==> config.mk <==
export PLATFORM = sky130hd
export DESIGN_NAME = boot_loader
export DESIGN_NICKNAME = d
export VERILOG_FILES = /design/src/rtl/loader_pkg.sv /design/src/rtl/boot_loader.sv
export VERILOG_INCLUDE_DIRS = /design/src /design/src/rtl
export SDC_FILE = /design/constraint.sdc
export NUM_CORES = 1
export LEC_CHECK = 0
export ABC_AREA = 1
export BUFFER_PORTS_ARGS = -buffer_cell sky130_fd_sc_hd__buf_2
export CAP_MARGIN = 20
export CORE_UTILIZATION = 44
export DETAILED_ROUTE_END_ITERATION = 8
export PLACE_DENSITY = 0.84
export REMOVE_ABC_BUFFERS = 1
export SLEW_MARGIN = 20
export SYNTH_ARGS = -nofsm -noshare
export SYNTH_HDL_FRONTEND = slang
export SYNTH_SLANG_ARGS = --single-unit
==> constraint.sdc <==
create_clock -name clk_i -period 2.9 [get_ports clk_i]
set_input_delay 0.29 -clock clk_i [delete_from_list [all_inputs] [get_ports clk_i]]
set_output_delay 0.29 -clock clk_i [all_outputs]
set_load 0.005 [all_outputs]
==> src/rtl/mem_config.svh <==
// Memory subsystem configuration
`ifndef MEM_CONFIG_SVH
`define MEM_CONFIG_SVH

// ############################################################
// data path
// ############################################################

`define MEM_XLEN 32 // data and address width.

// ############################################################
// bank depths in words
// ############################################################

`define MEM_IRAM_WORDS 1024
`define MEM_DRAM_WORDS 1024

// region tags, matched against address bits 31 to 16.
`define MEM_IRAM_TAG 16'h0000
`define MEM_DRAM_TAG 16'h1000

`endif

==> src/rtl/loader_pkg.sv <==
// Host loader types
`default_nettype none

package loader_pkg;

typedef enum logic {
    LOAD_OP_WRITE = 1'b0,
    LOAD_OP_READ  = 1'b1
} load_op_e;

typedef enum logic [1:0] {
    IDLE      = 2'b00,
    ACCESS    = 2'b01,
    WAIT_DATA = 2'b10,
    ACK_HOLD  = 2'b11
} load_state_e;

endpackage

`default_nettype wire

==> src/rtl/boot_loader.sv <==
// Host loader port
`timescale 1ns/100ps
`default_nettype none

`include "mem_config.svh"

module boot_loader (
    input logic clk_i,
    input logic rst_n_i,

    input  logic                 host_req_i,
    input  loader_pkg::load_op_e host_op_i,
    input  logic [`MEM_XLEN-1:0] host_addr_i,
    input  logic           [7:0] host_wdata_i,
    output logic                 host_ack_o,
    output logic           [7:0] host_rdata_o,

    output logic                 ldr_sel_o,
    output logic [`MEM_XLEN-1:0] ldr_addr_o,
    output logic           [7:0] ldr_wdata_o,
    output logic           [3:0] ldr_byte_en_o,
    input  logic           [7:0] ldr_rdata_i
);

loader_pkg::load_state_e state_q;
loader_pkg::load_state_e state_d;
loader_pkg::load_op_e    op_q;

logic [`MEM_XLEN-1:0] addr_q;
logic           [7:0] wdata_q;
logic           [7:0] rdata_q;
logic                 ack_q;

// ############################################################
// FSM
// ############################################################

always_comb begin
    state_d = state_q;

    case (state_q)
        loader_pkg::IDLE: begin
            if (host_req_i && !ack_q) begin
                state_d = loader_pkg::ACCESS;
            end
        end
        loader_pkg::ACCESS: begin
            state_d = (op_q == loader_pkg::LOAD_OP_READ) ? loader_pkg::WAIT_DATA
                                                         : loader_pkg::ACK_HOLD;
        end
        loader_pkg::WAIT_DATA: state_d = loader_pkg::ACK_HOLD;
        loader_pkg::ACK_HOLD: begin
            if (!host_req_i && ack_q) begin
                state_d = loader_pkg::IDLE;
            end
        end
        default: state_d = loader_pkg::IDLE;
    endcase
end

always_ff @(posedge clk_i or negedge rst_n_i) begin
    if (!rst_n_i) begin
        state_q <= loader_pkg::IDLE;
        ack_q   <= 1'b0;
    end else begin
        state_q <= state_d;
        ack_q   <= (state_q == loader_pkg::ACK_HOLD); // one edge behind the state.
    end
end

always_ff @(posedge clk_i) begin
    if (state_q == loader_pkg::IDLE && state_d == loader_pkg::ACCESS) begin
        op_q    <= host_op_i;
        addr_q  <= host_addr_i;
        wdata_q <= host_wdata_i;
    end

    if (state_q == loader_pkg::WAIT_DATA) begin
        rdata_q <= ldr_rdata_i;
    end
end

// RAM stays with the loader until ack has dropped.
assign ldr_sel_o     = (state_q != loader_pkg::IDLE) || ack_q;
assign ldr_addr_o    = addr_q;
assign ldr_wdata_o   = wdata_q;
assign ldr_byte_en_o = (state_q == loader_pkg::ACCESS && op_q == loader_pkg::LOAD_OP_WRITE)
                       ? 4'b0001 : 4'b0000;

assign host_ack_o   = ack_q;
assign host_rdata_o = rdata_q;

a_req_held: assert property (
    @(posedge clk_i) disable iff (!rst_n_i) $fell(host_req_i) |-> $past(host_ack_o)
) else $error("boot_loader: host dropped req before ack");

a_ack_under_req: assert property (
    @(posedge clk_i) disable iff (!rst_n_i) $rose(host_ack_o) |-> host_req_i
) else $error("boot_loader: ack raised without a pending req");

endmodule

`default_nettype wire

# Yosys cells after proc, flatten, opt, wreduce, memory -nomap -nowiden
# Index checks and enable logic that the tools add are counted.
[op_classes]
n_eq_ne = 4
mux = 5
bitwise = 1
reduce_logical = 9
[op_table]
columns = ["cell", "count"]
rows = [
  ["one-hot mux 2 bit (4 select lines)", 1],
  ["== test 2 x 1 -> 1 bit, second input constant", 2],
  ["== test 2 bit, second input constant", 2],
  ["logical AND 1 bit", 4],
  ["2-to-1 mux 2 bit", 2],
  ["logical NOT 1 bit", 2],
  ["logical NOT 2 bit", 1],
  ["2-to-1 mux 1 bit", 2],
  ["nonzero test 2 bit", 1],
  ["logical OR 1 bit", 1],
  ["NOT 1 bit", 1],
]
[word_totals]
reg_bits = 52
inputBits = 52
out_inout_bits = 54
word_cells = 25

# Logic depth before layout (Yosys ltp)
# Gate-level depths: netlist of the first run.
[logic_depth]
depth_word = 6
depth_mapped = 4
depth_no_buf = 4

# Worst setup path before layout of the first run
# OpenSTA, ideal clock, no wires.
[synth_path]
kind = "reg-to-reg"
startpoint = "register state_q[0]"
endpoint = "register addr_q[0] (netlist: ldr_addr_o[0]) (enable)"
setup_time_ns = 0.395
arrival_ns = 1.437
t_required_ns = 2.505
setup_slack_ns = 1.067
path_stages_with_launch = 4
n_path_buf = 0
period_less_slack_ns = 1.833
path_cell_list = "dfrtp_1 -> nor2_1 -> nand3_1 -> inv_1"
[synth_between]
elab_chain_len = 4
word_cells_on_any_way = 9
classes_between = "eq/ne: 4; mux: 3; reduce/logical: 2"
[synth_lines]
columns = ["element", "line_no", "text"]
rows = [
  ["from (decl)", "boot_loader.sv:25", "loader_pkg::load_state_e state_q;"],
  ["from (signal assigned)", "boot_loader.sv:63", "state_q <= loader_pkg::IDLE;"],
  ["from (signal assigned)", "boot_loader.sv:66", "state_q <= state_d;"],
  ["== test 2 bit (tied with other cells)", "boot_loader.sv:41", "case (state_q)"],
  ["one-hot mux 2 bit (4 select lines)", "boot_loader.sv:41", ""],
  ["== test 2 x 1 -> 1 bit", "boot_loader.sv:72", "if (state_q == loader_pkg::IDLE && state_d == loader_pkg::ACCESS) begin"],
  ["logical AND 1 bit (*)", "boot_loader.sv:72", ""],
  ["to (signal assigned)", "boot_loader.sv:74", "addr_q <= host_addr_i;"],
  ["to (decl)", "boot_loader.sv:29", "logic [`MEM_XLEN-1:0] addr_q;"],
]
# Mark *: on every way between the ends. The rest lies on a longest branch, timed or not.
# A chain may end at the register's enable or synchronous reset.

# Final worst setup path of the first run
[layout_path]
startpoint = "register state_q[0]"
endpoint = "register addr_q[3] (netlist: ldr_addr_o[3]) (enable)"
# Same word-level chain as after synthesis.

==> results of run 1 <==
-- cell type report --
cell class | count | area, µm² | share of cell area [%]
repair buffers | 104 | 528 | 22.9
flip-flops and latches | 52 | 1550 | 67.2
well taps | 46 | 57.6 | 2.50
multi-input cells | 14 | 60.1 | 2.61
clock inverters | 3 | 18.8 | 0.815
inverters | 6 | 22.5 | 0.978
clock buffers | 5 | 68.8 | 2.99
-- kinds of logic after synthesis --
logic type    Yosys count  synth area share [%]
other cells             1                 0.228
flops                  52                  94.1
buf+inv                 9                  2.74
simple gates           11                  2.97
-- how the worst max path moves through the flow --
| stage | start | to | slack, ns | cells past startpoint |
|---|---|---|---|---|
| 3_3_place_gp | state_q[0] | ldr_wdata_o[2] | 1.45 | 4 |
| 2_1_floorplan | state_q[0] | ldr_addr_o[0] | 1.07 | 3 |
| 6_report | state_q[0] | ldr_addr_o[3] | 1.31 | 4 |
| 5_1_grt | state_q[1] | ldr_addr_o[27] | 1.22 | 4 |
| 3_5_place_dp | state_q[0] | ldr_wdata_o[5] | 1.31 | 4 |
| 4_1_cts | state_q[0] | ldr_addr_o[24] | 1.31 | 4 |
-- what timing repair did --
item | 4_1_cts | 5_1_grt
setup buffers | 0 | 0
endpoints found under the hold margin | 3 | 0
hold buffers | 1 | 0
-- metrics by stage --
step	instances	hold slack, ns
6_report	230	0.168
3_3_place_gp	221	0.0833
3_5_place_dp	221	0.0900
2_1_floorplan	72	-0.00559
4_1_cts	230	0.160
5_1_grt	230	0.148
-- sequential cells by signal, summed over array words and instances, names as in the netlist --
register and flops:
state_q 2, ldr_addr_o 32, ldr_wdata_o 8, host_ack_o 1, op_q 1, host_rdata_o 8
-- layer usage --
| layer | part of all wire [%] | track usage, % | wire, µm | vias up |
|---|---|---|---|---|
| met5 | 0 | 0 | 0 | - |
| met4 | 0.84 | 5.23 | 25 | 0 |
| met3 | 12 | 7.25 | 351 | 4 |
| met2 | 53 | 27.0 | 1570 | 72 |
| met1 | 35 | 15.8 | 1030 | 444 |
| li1 | - | - | - | 479 |
-- power by group --
part           internal [mW]  switching, mW
registers              0.941         0.0401
logic                 0.0954          0.130
clock network          0.166          0.209
total                   1.20          0.378
-- cells in the final DEF, fill, tap and decap left out --
cell,n
buf_2,102
buf_4,1
clkbuf_8,5
clkinv_1,1
clkinvlp_4,2
conb_1,3
dfrtp_1,3
dlygate4sd3_1,1
edfxtp_1,49
inv_1,6
nand2_1,5
nand3_1,3
nand3b_1,1
nor2_1,2
-- critical path: cells and delay by family, from the launching register on --
kind	cells	cell delay (ns)
flip-flops	1	0.44
AND/OR/NAND/NOR	2	0.27
buffers and inverters	2	0.50
==> flow_metrics.env, run 1 <==
export IMPL_grt_pass1_vias=945
export IMPL_cts_tree="built"
export IMPL_die_area_mm2=0.00398
export IMPL_antenna_found_initial=0
export IMPL_synth_most_common_cell="edfxtp_1"
export IMPL_die_w_um=63.1
export IMPL_finalSetupViolCount=0
export IMPL_htree_levels=2
export IMPL_syn_inst=73
export IMPL_cp_required_ns=2.84
export IMPL_final_period_utilization_pct=54.9
export IMPL_crit_fanout=41
export IMPL_avgSynthCellArea_um2=22.5
export IMPL_slowest_stage="dfrtp_1"
export IMPL_rows=21
export IMPL_synthFlopType="edfxtp_1"
export IMPL_cts_resized=0
export IMPL_critical_path_class="reg -> reg"
export IMPL_gr_total_overflow=0
export IMPL_drive_above_1_share_pct=59.8
export IMPL_worstMarginPinSlew_ns=0.563
export IMPL_final_area_mm2=0.00230
export IMPL_clk_pin_slew_ns=0.08
export IMPL_final_nets=235
export IMPL_io_pins=106
export IMPL_rsz0062_at_grt="false"
export IMPL_synth_common_cells="49 x edfxtp_1, 6 x inv_1, 5 x nand2_1"
export IMPL_grt_max_degree=42
export IMPL_timing_fmax_ghz=0.628
export IMPL_synth_distinct_cells=9
export IMPL_finalMaxSlewViolations=0
export IMPL_p_total_mw=1.58
export IMPL_worstPathCellList="nor2_1 -> nand3_1 -> inv_1 -> buf_4"
export IMPL_p_per_area_mw_per_mm2=687
export IMPL_dpl_cell_area_mm2=0.00220
export IMPL_drc_errors=0
export IMPL_syn_area_mm2=0.00164
export IMPL_diodes=0
export IMPL_n_fill_cell=268
export IMPL_reg2reg_depth=4
export IMPL_synth_area_top_cells="edfxtp_1 89%, dfrtp_1 4.6%, buf_4 1.4%"
export IMPL_core_mm2=0.00347
export IMPL_regToRegStartpoint="state_q[0]"
export IMPL_initial_core_util_pct=47.4
export IMPL_start_kind="flop"
export IMPL_wl_mm=2.97
export IMPL_firstDrtPassIters=3
export IMPL_synth_edf_count=49
export IMPL_dr_total_vias=999
export IMPL_clkLatencyLatePin_ns=0.29
export IMPL_grt_pass1_wl_mm=4.36
export IMPL_reg2reg_to="ldr_addr_o[3]"
export IMPL_cts_made_buffers=5
export IMPL_syn2layout_area_growth_pct=40.0
export IMPL_root_buffer="clkbuf_8"
export IMPL_maxCapViolCount=0
export IMPL_port_buffers=102
export IMPL_crit_arrival_ns=1.53
export IMPL_status="finished, final reports clean"
export IMPL_crit_path_end_kind="flop"
export IMPL_min_period_ns=1.59
export IMPL_cts_sinks=52
export IMPL_tns_ns=0
export IMPL_hold_path_depth=1
export IMPL_yosysTopAreaCellShare_pct=89.5
export IMPL_ant_nets=0
export IMPL_slowest_delay_ns=0.44
export IMPL_hold_class="in -> reg"
export IMPL_track_usage_pct=15.3
export IMPL_ys_seq_area_share_pct=94.1
export IMPL_hp_start="host_addr_i[1]"
export IMPL_wire_per_inst_um=12.9
export IMPL_skew_ns=0.00281
export IMPL_hold_viol=0
export IMPL_gp_congestion=0.733
export IMPL_hpwl_mm=2.26
export IMPL_yosys_warnings=0
export IMPL_fin_util_pct=66.4
export IMPL_ir_drop_uv=368
export IMPL_drt_initial_drc_count=46
export IMPL_relSlewSlack_pct=62.3
export IMPL_synth_seq_cells=52
export IMPL_yosys_area_top_type="edfxtp_1"
export IMPL_whs_endpoint="ldr_addr_o[1]"
export IMPL_clk_path_buf_depth=2
export IMPL_viasPerCell=4.34
export IMPL_reg2reg_slack_ns=1.31
export IMPL_setup_ws_ns=1.31
export IMPL_p_leak_nw=1.00
export IMPL_ys_async_sr_fraction_pct=5.77
export IMPL_pre_cts_ws_ns=1.31
export IMPL_die_height_um=63.1
No activity file was read; power rests on OpenSTA's default activity.
==> run 2: changes to the inputs <==
--- a/config.mk
+++ b/config.mk
@@ -9,9 +9,9 @@
 export ABC_AREA = 1
 export BUFFER_PORTS_ARGS = -buffer_cell sky130_fd_sc_hd__buf_2
 export CAP_MARGIN = 20
-export CORE_UTILIZATION = 44
+export CORE_UTILIZATION = 41
 export DETAILED_ROUTE_END_ITERATION = 8
-export PLACE_DENSITY = 0.84
+export PLACE_DENSITY = 0.79
 export REMOVE_ABC_BUFFERS = 1
 export SLEW_MARGIN = 20
 export SYNTH_ARGS = -nofsm -noshare
==> constraint.sdc (replaced) <==
create_clock -name clk_i -period 1.48 [get_ports clk_i]
set_input_delay 0.148 -clock clk_i [delete_from_list [all_inputs] [get_ports clk_i]]
set_output_delay 0.148 -clock clk_i [all_outputs]
set_load 0.005 [all_outputs]
==> flow_metrics.env, run 2 (synthesized netlist as in run 1, its figures left out) <==
export IMPL_setup_ws_ns=0.108
export IMPL_ant_nets=0
export IMPL_clk_pin_slew_ns=0.08
export IMPL_gp_congestion=0.759
export IMPL_clkLatencyLatePin_ns=0.29
export IMPL_rows=22
export IMPL_drt_met1_wl_mm=1.12
export IMPL_cts_sinks=52
export IMPL_p_leak_nw=1.02
export IMPL_drive_above_1_share_pct=59.1
export IMPL_timing_fmax_ghz=0.729
export IMPL_status="finished, final reports clean"
export IMPL_gr_total_overflow=0
export IMPL_p_sw_share_pct=23.1
export IMPL_min_period_ns=1.37
export IMPL_largest_reg_flops=32
export IMPL_viasPerCell=4.30
export IMPL_wl_mm=3.13
export IMPL_hold_class="in -> reg"
export IMPL_crit_fanout=21
export IMPL_initial_core_util_pct=43.9
export IMPL_die_height_um=65.3
export IMPL_skew_ns=0.00332
export IMPL_rsz0062_at_grt="false"
export IMPL_antenna_found_initial=0
export IMPL_p_int_mw=2.40
export IMPL_ir_drop_uv=970
export IMPL_combPwrFrac_pct=15.5
export IMPL_grt_pass1_wl_mm=4.56
export IMPL_wl_met2_mm=1.65
export IMPL_grt_max_degree=22
export IMPL_final_nets=237
export IMPL_highest_layer="met4"
export IMPL_clk_path_buf_depth=2
export IMPL_io_pins=106
export IMPL_pre_cts_ws_ns=0.0976
export IMPL_final_common_cell="buf_2"
export IMPL_met3WireLength_um=300
export IMPL_crit_arrival_ns=1.38
export IMPL_syn2layout_area_growth_pct=42.2
export IMPL_cts_tree="built"
export IMPL_htree_levels=2
export IMPL_port_buffers=102
export IMPL_die_area_mm2=0.00427
export IMPL_maxCapViolCount=0
export IMPL_diodes=0
export IMPL_final_area_mm2=0.00234
export IMPL_cp_required_ns=1.48
export IMPL_dpl_cell_area_mm2=0.00225
export IMPL_hold_viol=0
export IMPL_crit_path_end_kind="flop"
export IMPL_cts_made_buffers=5
export IMPL_firstDrtPassIters=4
export IMPL_die_w_um=65.3
export IMPL_root_buffer="clkbuf_8"
export IMPL_holdWs_ns=0.0270
export IMPL_p_per_area_mw_per_mm2=1340
export IMPL_grt_pass1_vias=1008
export IMPL_finalSetupViolCount=0
export IMPL_track_usage_pct=15.4
export IMPL_p_total_mw=3.13
export IMPL_n_fill_cell=292
export IMPL_core_mm2=0.00374
export IMPL_final_period_utilization_pct=92.7
export IMPL_finalMaxSlewViolations=0
export IMPL_seqPwrFrac_pct=61.3
export IMPL_clkPwrFrac_pct=23.1
export IMPL_drc_errors=0
export IMPL_wire_per_inst_um=13.4
export IMPL_cp_startpoint="state_q[0]"
export IMPL_dr_total_vias=1006
export IMPL_regToRegStartpoint="state_q[0]"
export IMPL_p_sw_uw=722
export IMPL_start_kind="flop"
export IMPL_layout_common_cells="102 x buf_2, 49 x edfxtp_1, 6 x inv_1"
export IMPL_critical_path_class="reg -> reg"
export IMPL_hp_start="ldr_rdata_i[2]"
export IMPL_drt_initial_drc_count=74
## run 2: worst max-delay path: stages (launching register included)
cell     delay [ns]
dfrtp_1        0.43
nor2_1         0.16
nand3_1        0.12
inv_1          0.18
buf_12         0.19
## run 2: layer usage
metal	vias up	global-route usage, %
met4	0	7.34
met5	-	0
met3	5	6.60
met1	463	16.8
li1	486	-
met2	52	25.6
## run 2: final timing paths
check                           cells after the start  slack, ns              end
worst max register to register                      4       0.11   ldr_addr_o[15]
max in group asynchronous                           2       1.20       host_ack_o
worst min register to register                      2       0.54       host_ack_o
worst max-delay path                                4       0.11   ldr_addr_o[15]
min in group asynchronous                           2       0.18       state_q[1]
worst min-delay path                                1       0.03  host_rdata_o[2]
## run 2: metrics by stage
step                cells  TNS (ns)  utilization (%)
detailed placement    225         0             60.0
global placement      225         0             60.0
finish                234         0             62.4
global route          234         0             62.4
CTS                   234         0             62.4
floorplan              72    -14.47                -
## run 2: cell type report
type                    instances  area, µm²  area share [%]
clock buffers                   8       80.1            3.43
flip-flops and latches         52       1550            66.2
inverters                       6       22.5           0.964
multi-input cells              14       60.1            2.57
well taps                      48       60.1            2.57
repair buffers                106        568            24.3
## run 2: power by group through the flow
| stage | registers, mW | clock network, mW | logic [mW] |
|---|---|---|---|
| floorplan | 1.97 | 0 | 0.149 |
| global placement | 1.94 | 0 | 0.471 |
| detailed placement | 1.95 | 0 | 0.489 |
| CTS | 1.92 | 0.756 | 0.492 |
| global route | 1.94 | 0.821 | 0.547 |
| finish | 1.92 | 0.723 | 0.485 |
## run 2: repair_timing
action,CTS,global route
hold endpoints to repair,3,0
resized for setup,0,0
buffers inserted,0,0
hold buffers,1,0
